--- src/hdl/id_pkg.sv ---
// widths, payload types, alu op enum, opcode and funct constants, nop encoding
package id_pkg;

  localparam int PC_WD       = 64;
  localparam int INST_WD     = 32;
  localparam int GPR_ADDR_WD = 5;
  localparam int GPR_WD      = 64;
  localparam int IMM_WD      = 64;

  localparam int GPR_COUNT   = 32;

  typedef logic [PC_WD-1:0]       pc_t;
  typedef logic [INST_WD-1:0]     inst_t;
  typedef logic [GPR_ADDR_WD-1:0] gpr_addr_t;
  typedef logic [GPR_WD-1:0]      gpr_data_t;
  typedef logic [IMM_WD-1:0]      imm_t;
  typedef logic [2:0]             br_func_t;   // branch funct3
  typedef logic [2:0]             mem_op_t;    // load/store funct3, size and sign

  // pass hands the link or operand through, execute picks the source
  typedef enum logic [1:0] {
    ALU_ADD  = 2'd0,
    ALU_SUB  = 2'd1,
    ALU_PASS = 2'd2
  } alu_op_e;

  // major opcodes of the supported subset
  localparam logic [6:0] OPC_OP_IMM = 7'b0010011;
  localparam logic [6:0] OPC_OP     = 7'b0110011;
  localparam logic [6:0] OPC_LOAD   = 7'b0000011;
  localparam logic [6:0] OPC_STORE  = 7'b0100011;
  localparam logic [6:0] OPC_BRANCH = 7'b1100011;
  localparam logic [6:0] OPC_JAL    = 7'b1101111;
  localparam logic [6:0] OPC_JALR   = 7'b1100111;

  // funct3 values
  localparam logic [2:0] F3_ADD     = 3'b000;  // addi, add, sub
  localparam logic [2:0] F3_JALR    = 3'b000;
  localparam logic [2:0] F3_DWORD   = 3'b011;  // ld / sd
  localparam br_func_t   BR_BEQ     = 3'b000;
  localparam br_func_t   BR_BNE     = 3'b001;
  localparam br_func_t   BR_BLT     = 3'b100;

  // funct7 values for the register-register ops
  localparam logic [6:0] F7_ADD     = 7'b0000000;
  localparam logic [6:0] F7_SUB     = 7'b0100000;

  // addi x0, x0, 0
  localparam inst_t      NOP_INST   = 32'h0000_0013;

endpackage

--- src/hdl/id_decoder.sv ---
// combinational decoder for addi, add, sub, ld, sd, beq, bne, blt, jal, jalr
`timescale 1ns/1ps
module id_decoder (
  input  id_pkg::inst_t     i_inst,
  output id_pkg::gpr_addr_t o_rs1,
  output id_pkg::gpr_addr_t o_rs2,
  output id_pkg::gpr_addr_t o_rd,
  output id_pkg::imm_t      o_imm,
  output id_pkg::alu_op_e   o_alu_op,
  output logic              o_alu_src2_imm,
  output logic              o_gpr_wen,
  output logic              o_mem_ren,
  output logic              o_mem_wen,
  output id_pkg::mem_op_t   o_mem_op,
  output logic              o_load_sel,
  output logic              o_bren,
  output id_pkg::br_func_t  o_br_func,
  output logic              o_jal,
  output logic              o_jalr,
  output logic              o_invalid_inst
);
  import id_pkg::*;

  logic [6:0] opcode;
  logic [2:0] funct3;
  logic [6:0] funct7;
  imm_t       imm_i;
  imm_t       imm_s;
  imm_t       imm_b;
  imm_t       imm_j;
  logic       use_rs1;
  logic       use_rs2;

  assign opcode = i_inst[6:0];
  assign funct3 = i_inst[14:12];
  assign funct7 = i_inst[31:25];

  assign imm_i = {{52{i_inst[31]}}, i_inst[31:20]};
  assign imm_s = {{52{i_inst[31]}}, i_inst[31:25], i_inst[11:7]};
  assign imm_b = {{51{i_inst[31]}}, i_inst[31], i_inst[7], i_inst[30:25], i_inst[11:8], 1'b0};
  assign imm_j = {{43{i_inst[31]}}, i_inst[31], i_inst[19:12], i_inst[20], i_inst[30:21], 1'b0};

  always_comb begin
    o_imm          = '0;
    o_alu_op       = ALU_ADD;
    o_alu_src2_imm = 1'b0;
    o_gpr_wen      = 1'b0;
    o_mem_ren      = 1'b0;
    o_mem_wen      = 1'b0;
    o_mem_op       = '0;
    o_load_sel     = 1'b0;
    o_bren         = 1'b0;
    o_jal          = 1'b0;
    o_jalr         = 1'b0;
    o_invalid_inst = 1'b0;
    use_rs1        = 1'b0;
    use_rs2        = 1'b0;
    case (opcode)
      OPC_OP_IMM: begin
        if (funct3 == F3_ADD) begin
          o_imm          = imm_i;
          o_alu_src2_imm = 1'b1;
          o_gpr_wen      = 1'b1;
          use_rs1        = 1'b1;
        end else begin
          o_invalid_inst = 1'b1;
        end
      end
      OPC_OP: begin
        if (funct3 == F3_ADD && (funct7 == F7_ADD || funct7 == F7_SUB)) begin
          o_alu_op  = (funct7 == F7_SUB) ? ALU_SUB : ALU_ADD;
          o_gpr_wen = 1'b1;
          use_rs1   = 1'b1;
          use_rs2   = 1'b1;
        end else begin
          o_invalid_inst = 1'b1;
        end
      end
      OPC_LOAD: begin
        if (funct3 == F3_DWORD) begin
          o_imm          = imm_i;
          o_alu_src2_imm = 1'b1;   // address = rs1 + imm
          o_gpr_wen      = 1'b1;
          o_mem_ren      = 1'b1;
          o_mem_op       = funct3;
          o_load_sel     = 1'b1;
          use_rs1        = 1'b1;
        end else begin
          o_invalid_inst = 1'b1;
        end
      end
      OPC_STORE: begin
        if (funct3 == F3_DWORD) begin
          o_imm          = imm_s;
          o_alu_src2_imm = 1'b1;
          o_mem_wen      = 1'b1;
          o_mem_op       = funct3;
          use_rs1        = 1'b1;
          use_rs2        = 1'b1;   // store data
        end else begin
          o_invalid_inst = 1'b1;
        end
      end
      OPC_BRANCH: begin
        if (funct3 == BR_BEQ || funct3 == BR_BNE || funct3 == BR_BLT) begin
          o_imm    = imm_b;
          o_alu_op = ALU_PASS;
          o_bren   = 1'b1;
          use_rs1  = 1'b1;
          use_rs2  = 1'b1;
        end else begin
          o_invalid_inst = 1'b1;
        end
      end
      OPC_JAL: begin
        o_imm     = imm_j;
        o_alu_op  = ALU_PASS;   // link pc+4 formed in execute
        o_gpr_wen = 1'b1;
        o_jal     = 1'b1;
      end
      OPC_JALR: begin
        if (funct3 == F3_JALR) begin
          o_imm     = imm_i;
          o_alu_op  = ALU_PASS;
          o_gpr_wen = 1'b1;
          o_jalr    = 1'b1;
          use_rs1   = 1'b1;
        end else begin
          o_invalid_inst = 1'b1;
        end
      end
      default: o_invalid_inst = 1'b1;
    endcase
  end

  // unused fields read as x0, keeps the stall check honest
  assign o_rs1     = use_rs1 ? i_inst[19:15] : '0;
  assign o_rs2     = use_rs2 ? i_inst[24:20] : '0;
  assign o_rd      = o_gpr_wen ? i_inst[11:7] : '0;
  assign o_br_func = funct3;

  always_comb begin
    a_mem_onehot: assert ($onehot0({o_mem_ren, o_mem_wen}))
      else $error("decoder raised both memory enables");
  end

endmodule

--- config.mk ---
export PLATFORM = sky130hd
export DESIGN_NAME = id_decoder
export DESIGN_NICKNAME = d
export VERILOG_FILES = /design/src/hdl/id_pkg.sv /design/src/hdl/id_decoder.sv
export SDC_FILE = /design/constraint.sdc
export NUM_CORES = 1
export LEC_CHECK = 0
export BUFFER_PORTS_ARGS = -buffer_cell sky130_fd_sc_hd__buf_2
export CAP_MARGIN = 20
export CORE_ASPECT_RATIO = 0.5
export CORE_MARGIN = 10
export CORE_UTILIZATION = 37
export DETAILED_ROUTE_END_ITERATION = 10
export GPL_TIMING_DRIVEN = 0
export PLACE_DENSITY = 0.85
export SLEW_MARGIN = 20
export SYNTH_ARGS = -nofsm -noshare
export SYNTH_HDL_FRONTEND = slang
export SYNTH_SLANG_ARGS = --single-unit
export TNS_END_PERCENT = 1
--- constraint.sdc ---
create_clock -name vclk -period 3.5
set_clock_uncertainty 0.1 [all_clocks]
set_input_delay 0.35 -clock vclk [all_inputs]
set_output_delay 0.35 -clock vclk [all_outputs]
set_load 0.01 [all_outputs]
==> results list, run 1 <==
- The clock network accounts for 0% of the total power.
* Worst slew margin relative to its limit: roughly 64%
- The multi-input combinational cells in the finished layout cover a total of 728 um2.
* Max-slew violations: 0
* Final Util: 61.9%
- Detailed routing inserted a total of 1581 vias.
- Standard cell with the maximum stage delay on the critical path: a21oi_4
- In this run the count of I/O pins placed on the die edge is 128.
* Count of yosys warnings during synthesis: 0
- Overall die width: 99.9 um
- Total gr overflow: 0
- Summing all flip-flop and latch instances after layout gives 0 um2.
* Full die area: 5990 um2
* Peak supply drop: 0.0000433 V
* Crit path max fanout: 22
- From bottom edge to top edge, the die measures 60.0 um.
- The initialized floorplan defines 14 standard-cell rows.
- Of the synthesized area, sequential elements account for 0%.
- Final critical delay including setup and external delays: 2.99 ns
- Clock buffers in the final layout number 0.
* Status: complete, no violations
* Actual transition at the worst max-transition pin: 0.529 ns
- Vias in the first global route: ~1.5k
- Sequential cell count of the final layout: 0
* Net switching power of the design: 0.0000491 W
* Max Clk Rate: between 0.3 and 0.4 GHz
- The worst setup path is of the in2out kind.
- Synthesis produced 177 cells.
- Internal power comes to 0.0000393 W.
* Startpoint of the most critical setup path: i_inst[6]
- The largest single stage delay on the critical path is 0.46 ns.
- At the end of routability-driven placement, the weighted congestion stood at slightly below 0.9.
- In the finished design, the share of the clock period the worst path needs comes to 85.6%.
* Comb pwr share: between 90% and 100%
- buf_4 takes more of the synthesized area than any other cell.
* DP HPWL: 4290 um
- The average instance in the mapped netlist occupies 6.67 um2.
- Unrepaired setup endpoints after global routing: false
* Endpoints failing setup: 0
* DRC: 0
- Largest net degree at the start of global routing: 45
- In this run the remaining antenna-violating nets after routing total 0.
* Initial Utilization: 39.0%
- Area of the mapped netlist: about 1200 um2
* Startpoint of the lowest-slack hold path: i_inst[13]
- The post-route netlist has 65.6% of its cells at a drive strength greater than 1.
- Net switching is between 50% and 60% of the power.
- The first global-routing pass estimated between 7000 and 8000 um of wire.
- The worst setup path is launched from a primary input.
* ANT cells: 0
- Among the stages of the critical path, the cell type that occurs most often is buf_2.
- The synthesized design devotes to its leading area cell type between 30% and 40% of total area.
- Critical Path, Cell by Cell: buf_2 > buf_2 > nand4bb_1 > nor4_4 > a211oi_4 > buf_6 > a21oi_4 > buf_4 > buf_2
- Number of fillers in the final layout: 294
- For this design the ratio of total power to cell area is 47.1 nW/um2.
- When the netlist entered floorplanning its net count stood at 209.
* Synth unique cells: 40
* Number of nets in the layout: approximately 340
- The initial antenna violation count is 0.
- Wire length after detailed routing: 5100 um
- For the worst setup path, the data arrival time is 2.54 ns.
* Global Route Usage Sum: 15.1%
- Synthesis-to-layout area growth: 58.8%
- The design draws 0.0000884 W.
- In this run the static leakage power is 1.20 nW.
* Number of detailed-route iterations in the first pass: 4
* WP data required: ~3 ns
- Area of the core: 3030 um2
- For this design, the CTS-stage hold fixing added 0 buffers.
- Type of the worst min-delay path: in2out
* Input/output buffers: 124
* Number of vias per cell: between 4 and 5
* Per-cell routed wire length: 14.9 um
- Sorting the synthesized cells by area gives the leading types as buf_4, o21ai_0, nand2_1.
- Final hold violations: 0
- Of the total power, registers draw 0%.
- STA classifies the critical path endpoint as an output port.
- Max-cap violation count: 0
- DRT iter0 DRCs: 37
## power by group through the flow
stage / registers, W / logic, W / clock network (W)
after floorplan: 0 / 0.0000503 / 0
final: 0 / 0.0000884 / 0
after CTS: 0 / 0.0000874 / 0
after detailed placement: 0 / 0.0000871 / 0
after global routing: 0 / 0.0000978 / 0
after global placement: 0 / 0.0000844 / 0
## cell families after synthesis
logic type | Yosys count | synth area share, %
buffers and inverters | 72 | 40.4
other | 1 | 0.317
AO/OA/AOI/OAI | 52 | 33.1
AND/OR/NAND/NOR | 52 | 26.3
## worst max-delay path, delay by kind of cell
kind                   cells  cell delay [ns]
buffers and inverters      5             0.81
and+or+nand+nor            2             0.80
AOI/OAI and AO/OA          2             0.58
## cell usage in the layout (no fill, tap or decap), types with 2 or more instances in the layout
| cell type | netlist | layout |
|---|---|---|
| nor4_1 | 3 | 3 |
| buf_2 | 6 | 130 |
| nand4bb_1 | 2 | 2 |
| nor3_1 | 4 | 4 |
| buf_4 | 49 | 49 |
| nor2_1 | 4 | 4 |
| o22ai_2 | 4 | 4 |
| a21oi_2 | 5 | 4 |
| nand3b_1 | 2 | 2 |
| inv_1 | 14 | 14 |
| a21o_1 | 2 | 2 |
| nand3_1 | 6 | 6 |
| a21oi_4 | 0 | 2 |
| a21boi_0 | 8 | 8 |
| a21oi_1 | 9 | 9 |
| or3_1 | 2 | 2 |
| o21ai_0 | 15 | 15 |
| and2_1 | 2 | 2 |
| nand2_1 | 17 | 17 |
| buf_6 | 2 | 2 |
## per-stage QoR
stage / hold WS [ns] / TNS, ns / instance area [um2] / std cells / worst slack (ns)
after global placement: 0.790 / -4.51 / 1850 / 341 / -0.114
after detailed placement: 0.790 / 0 / 1860 / 341 / 0.171
final: 0.787 / 0 / 1880 / 342 / 0.505
after CTS: 0.790 / 0 / 1860 / 341 / 0.168
after floorplan: 0.692 / 0 / 1180 / 177 / 0.280
after global routing: 0.795 / 0 / 1880 / 342 / 0.246
## cell type report
cell class	count	share of cell area, %
tap	40	2.67
inverter	14	2.80
buffer	58	22.6
timing repair buffer	124	33.1
multi-input combinational	106	38.8
## path summary, 6_finish.rpt
path,to,depth (start not counted)
setup / recovery,o_imm[49],9
hold / removal,o_br_func[1],2
## metal layers
layer,vias up,GRT usage (%),routed length (um)
met5,-,0,0
met4,0,1.42,51
met3,4,2.76,418
met2,57,30.1,2590
met1,706,16.9,2040
li1,814,-,-
## synth_stat cells, drive strengths merged
master / instances
a2111oi: 1
a211oi: 1
a21boi: 8
a21o: 2
a21oi: 14
a221o: 1
a22o: 1
a22oi: 2
and2: 2
buf: 57
clkbuf: 1
conb: 1
inv: 14
nand2: 17
nand2b: 1
nand3: 6
nand3b: 2
nand4: 1
nand4b: 1
nand4bb: 2
nor2: 4
nor3: 6
nor3b: 1
nor4: 4
o211ai: 1
o21ai: 15
o22ai: 6
or2: 2
or3: 2
or3b: 1
## repair_timing
action	4_1_cts	5_1_grt
buffers inserted	0	0
setup endpoints to repair	0	44
resized for setup	0	1
endpoints found under the hold margin	0	0
Note: power is estimated with default switching activity, not from simulation.
==> run 2, diff against run 1 <==
--- a/config.mk
+++ b/config.mk
@@ -5,14 +5,15 @@
 export SDC_FILE = /design/constraint.sdc
 export NUM_CORES = 1
 export LEC_CHECK = 0
+export ABC_AREA = 1
 export BUFFER_PORTS_ARGS = -buffer_cell sky130_fd_sc_hd__buf_2
 export CAP_MARGIN = 20
 export CORE_ASPECT_RATIO = 0.5
 export CORE_MARGIN = 10
-export CORE_UTILIZATION = 37
+export CORE_UTILIZATION = 38
 export DETAILED_ROUTE_END_ITERATION = 10
 export GPL_TIMING_DRIVEN = 0
-export PLACE_DENSITY = 0.85
+export PLACE_DENSITY = 0.84
 export SLEW_MARGIN = 20
 export SYNTH_ARGS = -nofsm -noshare
 export SYNTH_HDL_FRONTEND = slang
==> run 2 against run 1 <==
- critical path depth grew 3
- critical path type unchanged
- setup slack better by 0.34 ns
- synthesized area increased by 9.4%
- sequential share of layout area is the same
- utilization increased by 2.0 points
- count of clock-buffer cells in the layout unchanged
- highest routed layer is now met3
==> results list, run 2 <==
- The run finished with clean final reports.
- The fraction of layout instances using a drive strength above 1 came to 53.6% (-12 points).
- Final Util: 63.9% (+2.0 points)
* Synthesis-to-layout area growth: 55.1%
- CTS-repair resized insts: 0 (unchanged)
* Number of vias per cell: 4.54 (-1.7%)
- The total chip power is 0.0000874 W (-1.1%).
- The antenna diode instance count is 0 (unchanged).
- The routed wire length per instance was 13.3 um (-11%).
- The number of flip-flops and latches is 0 (unchanged).
- Crit path max fanout: 24 (+9.1%)
* Final critical delay including setup and external delays: 2.65 ns (-0.342 ns)
- Biggest area consumer among synthesized cells: buf_4
* Area fraction of the dominant cell type after synthesis: 29.0% (-2.1 points)
- The maximum number of pins on one net before global-route repair came to 25 (-44%).
- Most used standard cell by instance count after synthesis: nor2_1
- The initial antenna violation count is 0 (unchanged).
- Initial Utilization: 41.2% (+2.2 points)
* Post-synthesis average cell area: 5.07 um2 (-24%)
* Area of the mapped netlist: 1290 um2 (+9.4%)
- Total gr overflow: 0 (unchanged)
* Count of yosys warnings during synthesis: 0 (unchanged)
- Max-cap violation count: 0 (unchanged)
- Endpoint type of the worst setup path: output port
* Routed Antenna Nets: 0 (unchanged)
- Routability-driven placement congestion ratio: 0.862 (-1.3%)
* Pre-CTS WS: 0.841 ns (+0.669 ns)
- The final hold violation count is 0 (unchanged).
- The worst supply voltage drop on vdd came to 0.0000246 V (-43%).
* Most frequent cells after synthesis: nor2_1, nand2_1, buf_4, inv_1, nand3_1
* WP data required: 3.05 ns (about the same)
- The filler cell count in the final layout was 327 (+11%).
* Area of the core: 3140 um2 (+3.5%)
* Critical Path Source Type: primary input
- Period utilization: 75.8% (-9.8 points)
- DRT iter0 DRCs: 121 (+230%)
- The timing-limited maximum frequency is 0.377 GHz (+13%).
- Cell Rows: 14 (unchanged)
* Vias: 1927 (+22%)
* Number of detailed-route iterations in the first pass: 4 (unchanged)
- The die extent in y was 61.2 um (+2.2%).
- Leading post-synthesis cells by cell area: buf_4, nor2_1, nand2_1
- The number of clock buffer instances in the layout was 0 (unchanged).
* Combined area of the multi-input logic cells: 759 um2 (+4.3%)
* Max-slew violations: 0 (unchanged)
- The hold buffer count at cts came to 0 (unchanged).
- DRC: 0 (unchanged)
* PnR worst setup slack: 0.848 ns (+0.342 ns)
* Top-Level Pins: 128 (unchanged)
- Static leakage: 1.57 nW (+31%)
- Unrepaired setup endpoints after global routing: false
* Wire length after detailed routing: 5640 um (+11%)
- Crit path kind: in2out
- Global Route Usage Sum: 15.6% (+0.52 points)
- Most frequent standard cell in the layout excluding fill and tap cells: buf_2
* Full die area: 6280 um2 (+4.8%)
- The number of distinct library cells after synthesis is 19 (-53%).
- Sequential share of the synthesized area: 0% (unchanged)
- Overall die width: 102 um (+2.6%)
* Power per Cell Area: 43.6 nW/um2 (-7.5%)
* Input/output buffers: 127 (+2.4%)
- The number of nets at the end of the flow was 418 (+24%).
- Total nets after synthesis: 287 (+37%)
* Post CTS Setup Buffer Count: 0 (unchanged)
- The wire length of the first global-routing pass was 8270 um (+6.5%).
* Vias in the first global route: 1723 (+16%)
* Type of the worst min-delay path: in2out
- Data arrival, critical path: 2.20 ns (-0.34 ns)
- Endpoints failing setup: 0 (unchanged)
- The synthesized instance count was 255 (+44%).
* DP HPWL: 5030 um (+17%)
* Worst hold path depth: 4 (+2)
- Most frequent cells in the layout: buf_2, nor2_1, nand2_1, buf_4, inv_1
- The post-route setup TNS was 0 ns (unchanged).
* Area used by sequential logic in the layout: 0 um2 (unchanged)
==> run 2: cell types whose count changed after synthesis, sizes merged, moves of 3 or more <==
cell / change
a21boi: -8
a21oi: -12
buf: -7
inv: +28
nand2: +42
nand3: +19
nand4: +9
nor2: +58
nor3: -6
nor4: -3
o21ai: -13
o22ai: -6
==> run 2: kinds of logic (layout without fill, tap and decap cells) <==
logic type	Yosys count	after routing	share of synthesized area, %
and+or+nand+nor	157	157	56.0
buffers and inverters	92	221	41.2
AOI/OAI and AO/OA	5	5	2.42
other	1	1	0.290
==> run 2: per-layer routing <==
metal	track usage, %	routed length (um)
met2	31.1	2870
met3	4.02	775
met4	0.797	0
met5	0	0
met1	17.3	2000
==> run 2: worst max-delay path, cell delays in order <==
cell	delay [ns]
buf_2	0.11
inv_1	0.07
nand2_1	0.08
nor2_4	0.18
nand2_1	0.13
nand2_2	0.15
nand2_2	0.16
nand4_1	0.33
buf_6	0.21
buf_8	0.18
buf_4	0.12
buf_2	0.12
==> run 2: power by group <==
part | leakage [nW] | internal, W | total [W] | switching, W
Combinational | 1.57 | 0.0000357 | 0.0000874 | 0.0000517
Clock | 0 | 0 | 0 | 0
Sequential | 0 | 0 | 0 | 0
==> run 2: final timing paths <==
path                       start  slack (ns)        end
worst min-delay path  i_inst[26]        0.91   o_imm[6]
worst max-delay path   i_inst[3]        0.85  o_imm[28]
==> run 2: metrics by stage <==
| step | instance area [um2] | hold WS, ns | std cells |
|---|---|---|---|
| 3_5_place_dp | 2000 | 0.908 | 424 |
| 6_report | 2000 | 0.912 | 424 |
| 5_1_grt | 2000 | 0.925 | 424 |
| 4_1_cts | 2000 | 0.910 | 424 |
| 3_3_place_gp | 1980 | 0.905 | 422 |
| 2_1_floorplan | 1290 | 0.662 | 255 |
==> run 2: layout make-up <==
class	count	share of cell area (%)
multi-input combinational	163	37.9
buffer	50	18.7
inverter	42	7.87
tap	40	2.50
timing repair buffer	129	33.0
==> run 3, diff against run 2 <==
--- a/config.mk
+++ b/config.mk
@@ -10,10 +10,10 @@
 export CAP_MARGIN = 20
 export CORE_ASPECT_RATIO = 0.5
 export CORE_MARGIN = 10
-export CORE_UTILIZATION = 38
+export CORE_UTILIZATION = 35
 export DETAILED_ROUTE_END_ITERATION = 10
 export GPL_TIMING_DRIVEN = 0
-export PLACE_DENSITY = 0.84
+export PLACE_DENSITY = 0.82
 export SLEW_MARGIN = 20
 export SYNTH_ARGS = -nofsm -noshare
 export SYNTH_HDL_FRONTEND = slang
==> constraint.sdc (replaced) <==
create_clock -name vclk -period 2.3
set_clock_uncertainty 0.1 [all_clocks]
set_input_delay 0.23 -clock vclk [all_inputs]
set_output_delay 0.23 -clock vclk [all_outputs]
set_load 0.01 [all_outputs]
==> run 3 against run 2 <==
- critical path depth unchanged
- sequential share of layout area unchanged
- first-iteration DRC count decreased by 17%
- routed wire length decreased by 2.9%
- largest power group unchanged
- combinational power increased by 72%
- count of clock-buffer cells in the layout unchanged
- global-route usage decreased by 1.1 points
- cell count increased by 3.5%
- hold slack got worse by 0.25 ns
- power increased by 71%
- setup slack got worse by 0.69 ns
- non-clock buffer count increased by 4
==> results list, run 3 (synthesis gave the netlist of run 2 again) <==
* Unrepaired setup endpoints after global routing: false
- The worst path in the final design needs a cycle of 2.15 ns, including I/O delays and setup.
- The fraction of power consumed by sequential logic came to 0% (unchanged).
- The final estimated routing congestion in global placement is 0.877 (+1.7%).
- Global Route Usage Sum: 14.5% (-1.1 points)
- The number of violations reported at the end of detailed-routing iteration 0 was 101 (-17%).
- The detailed-router iteration count before antenna repair is 4 (unchanged).
- Clock buffer instance count of the final layout: 0 (unchanged)
- Comb pwr share: 100.0% (about the same)
- Wire length of the first global-routing pass: 8590 um (+3.9%)
* P_int: 0.0000612 W (+72%)
- Leaving out fill and tap cells, the most frequent cell in the layout is buf_2.
* Number of nets in the layout: 422 (+0.96%)
* Total gr overflow: 0 (unchanged)
* Endpoint type of the worst setup path: output port
* Critical Path, Cell by Cell: buf_2 > inv_6 > nand2_4 > nor2_4 > nand2_2 > nand2_4 > nand2_4 > nand4_1 > buf_6 > buf_6 > buf_4 > buf_2
- Max-slew violations: 0 (unchanged)
- Worst hold margin: 0.665 ns (-0.247 ns)
- Static leakage: 1.64 nW (+4.4%)
* Max Clk Rate: about 0.47 GHz
* Routed Antenna Nets: 0 (unchanged)
- The area of the core was 3490 um2 (+11%).
* Per-cell routed wire length: 12.5 um (-6.2%)
- Critical Path Source Type: primary input
- The filler cell count in the final layout was 342 (+4.6%).
- Peak supply drop: 0.0000594 V (+140%)
- The critical path required time is 1.97 ns (-1.08 ns).
- The fraction of layout instances using a drive strength above 1 is 57.7% (+4.1 points).
- Full die area: 6670 um2 (+6.3%)
- Power per Cell Area: 69.5 nW/um2 (+59%)
- Number of vias per cell: 4.32 (-5.0%)
* Largest net degree at the start of global routing: 24 (-4.0%)
* Placed Cells: 435 (+2.6%)
- Vias in the first global route: 1742 (+1.1%)
- Crit path max fanout: 20 (-17%)
- The total number of vias is 1895 (-1.7%).
- The critical path is of the in2out type.
- DRC: 0 (unchanged)
* Sequential cell count of the final layout: 0 (unchanged)
- Final TNS setup: 0 ns (unchanged)
- The share of total power consumed by net switching is 59.1% (about the same).
* Input/output buffers: 127 (unchanged)
- The path class of the tightest hold or removal check is in2out.
- Stage delay of the slowest cell on the critical path: 0.22 ns (-0.11 ns)
- The antenna diode instance count was 0 (unchanged).
- Period utilization: 93.3%
- Final non-filler cell total: 439 (+3.5%)
* Max-cap violation count: 0 (unchanged)
* Data arrival, critical path: 1.82 ns (-0.38 ns)
- The area growth from synthesis to layout is 66.7%.
* Status: complete, no violations
- The storage element area is 0 um2 (unchanged).
- Post-cts hold buffer count: 0 (unchanged)
- Endpoints failing setup: 0 (unchanged)
- The share of total power in the clock network is 0% (unchanged).
- The total I/O pin count came to 128 (unchanged).
- The initial antenna violation count is 0 (unchanged).
- Most frequent cells in the layout: buf_2, nor2_1, buf_4, nand2_1, inv_1
* Most numerous cell on the critical path: nand2_4
- The effective utilization at floorplan is 37.0% (-4.2 points).
- Overall die width: 106 um (+3.4%)
* Net switching power of the design: 0.0000885 W (+71%)
- The slowest stage of the critical path is the nand4_1 cell.
- Wire length after detailed routing: 5480 um (-2.9%)
* Final hold violations: 0 (unchanged)
- Tot Pwr: 0.000150 W (+71%)
- Die boundary height: 63.0 um (+2.8%)
- The placed wire-length estimate after detailed placement came to 4830 um (-4.1%).
- The standard-cell row count is 15 (+1).
- The number of cells on the worst hold path is 4 (unchanged).
[run 3: area by class of cell]
| class | count | area (um2) | share of cell area, % |
|---|---|---|---|
| tap | 51 | 63.8 | 2.96 |
| buffer | 50 | 379 | 17.6 |
| timing repair buffer | 133 | 686 | 31.8 |
| inverter | 42 | 178 | 8.25 |
| multi-input combinational | 163 | 848 | 39.4 |
[run 3: path summary, 6_finish.rpt]
kind	startpoint	to	slack, ns
setup / recovery	i_inst[3]	o_imm[25]	0.15
hold / removal	i_inst[17]	o_rs1[2]	0.66
[run 3: power groups by stage]
| stage | Sequential (W) | Combinational [W] | Clock (W) |
|---|---|---|---|
| 6_report | 0 | 0.000150 | 0 |
| 5_1_grt | 0 | 0.000167 | 0 |
| 4_1_cts | 0 | 0.000148 | 0 |
| 3_5_place_dp | 0 | 0.000147 | 0 |
| 3_3_place_gp | 0 | 0.000145 | 0 |
| 2_1_floorplan | 0 | 0.0000777 | 0 |
[run 3: metrics by stage]
stage               setup WS [ns]  cell area, um2  util, %
floorplan                  -0.127            1400        -
global placement           -0.678            2090     60.0
detailed placement         0.0764            2120     60.6
CTS                        0.0819            2120     60.6
global route               0.0217            2150     61.7
finish                      0.154            2150     61.7
[run 3: routing by layer]
| layer | global-route usage, % | wire length (um) |
|---|---|---|
| met1 | 16.3 | 2090 |
| met2 | 28.0 | 2910 |
| met3 | 4.01 | 483 |
| met4 | 0.168 | 0 |
| met5 | 0 | 0 |
[run 3: worst max-delay path: cells and delay by family]
family / cells / cell delay [ns]
buffers and inverters: 6 / 0.80
and+or+nand+nor: 6 / 0.78
[run 3: what timing repair did]
| item | CTS | global route |
|---|---|---|
| gates resized for setup | 0 | 3 |
| setup endpoints to repair | 0 | 20 |
| setup buffers | 0 | 3 |
| hold endpoints to repair | 0 | 0 |
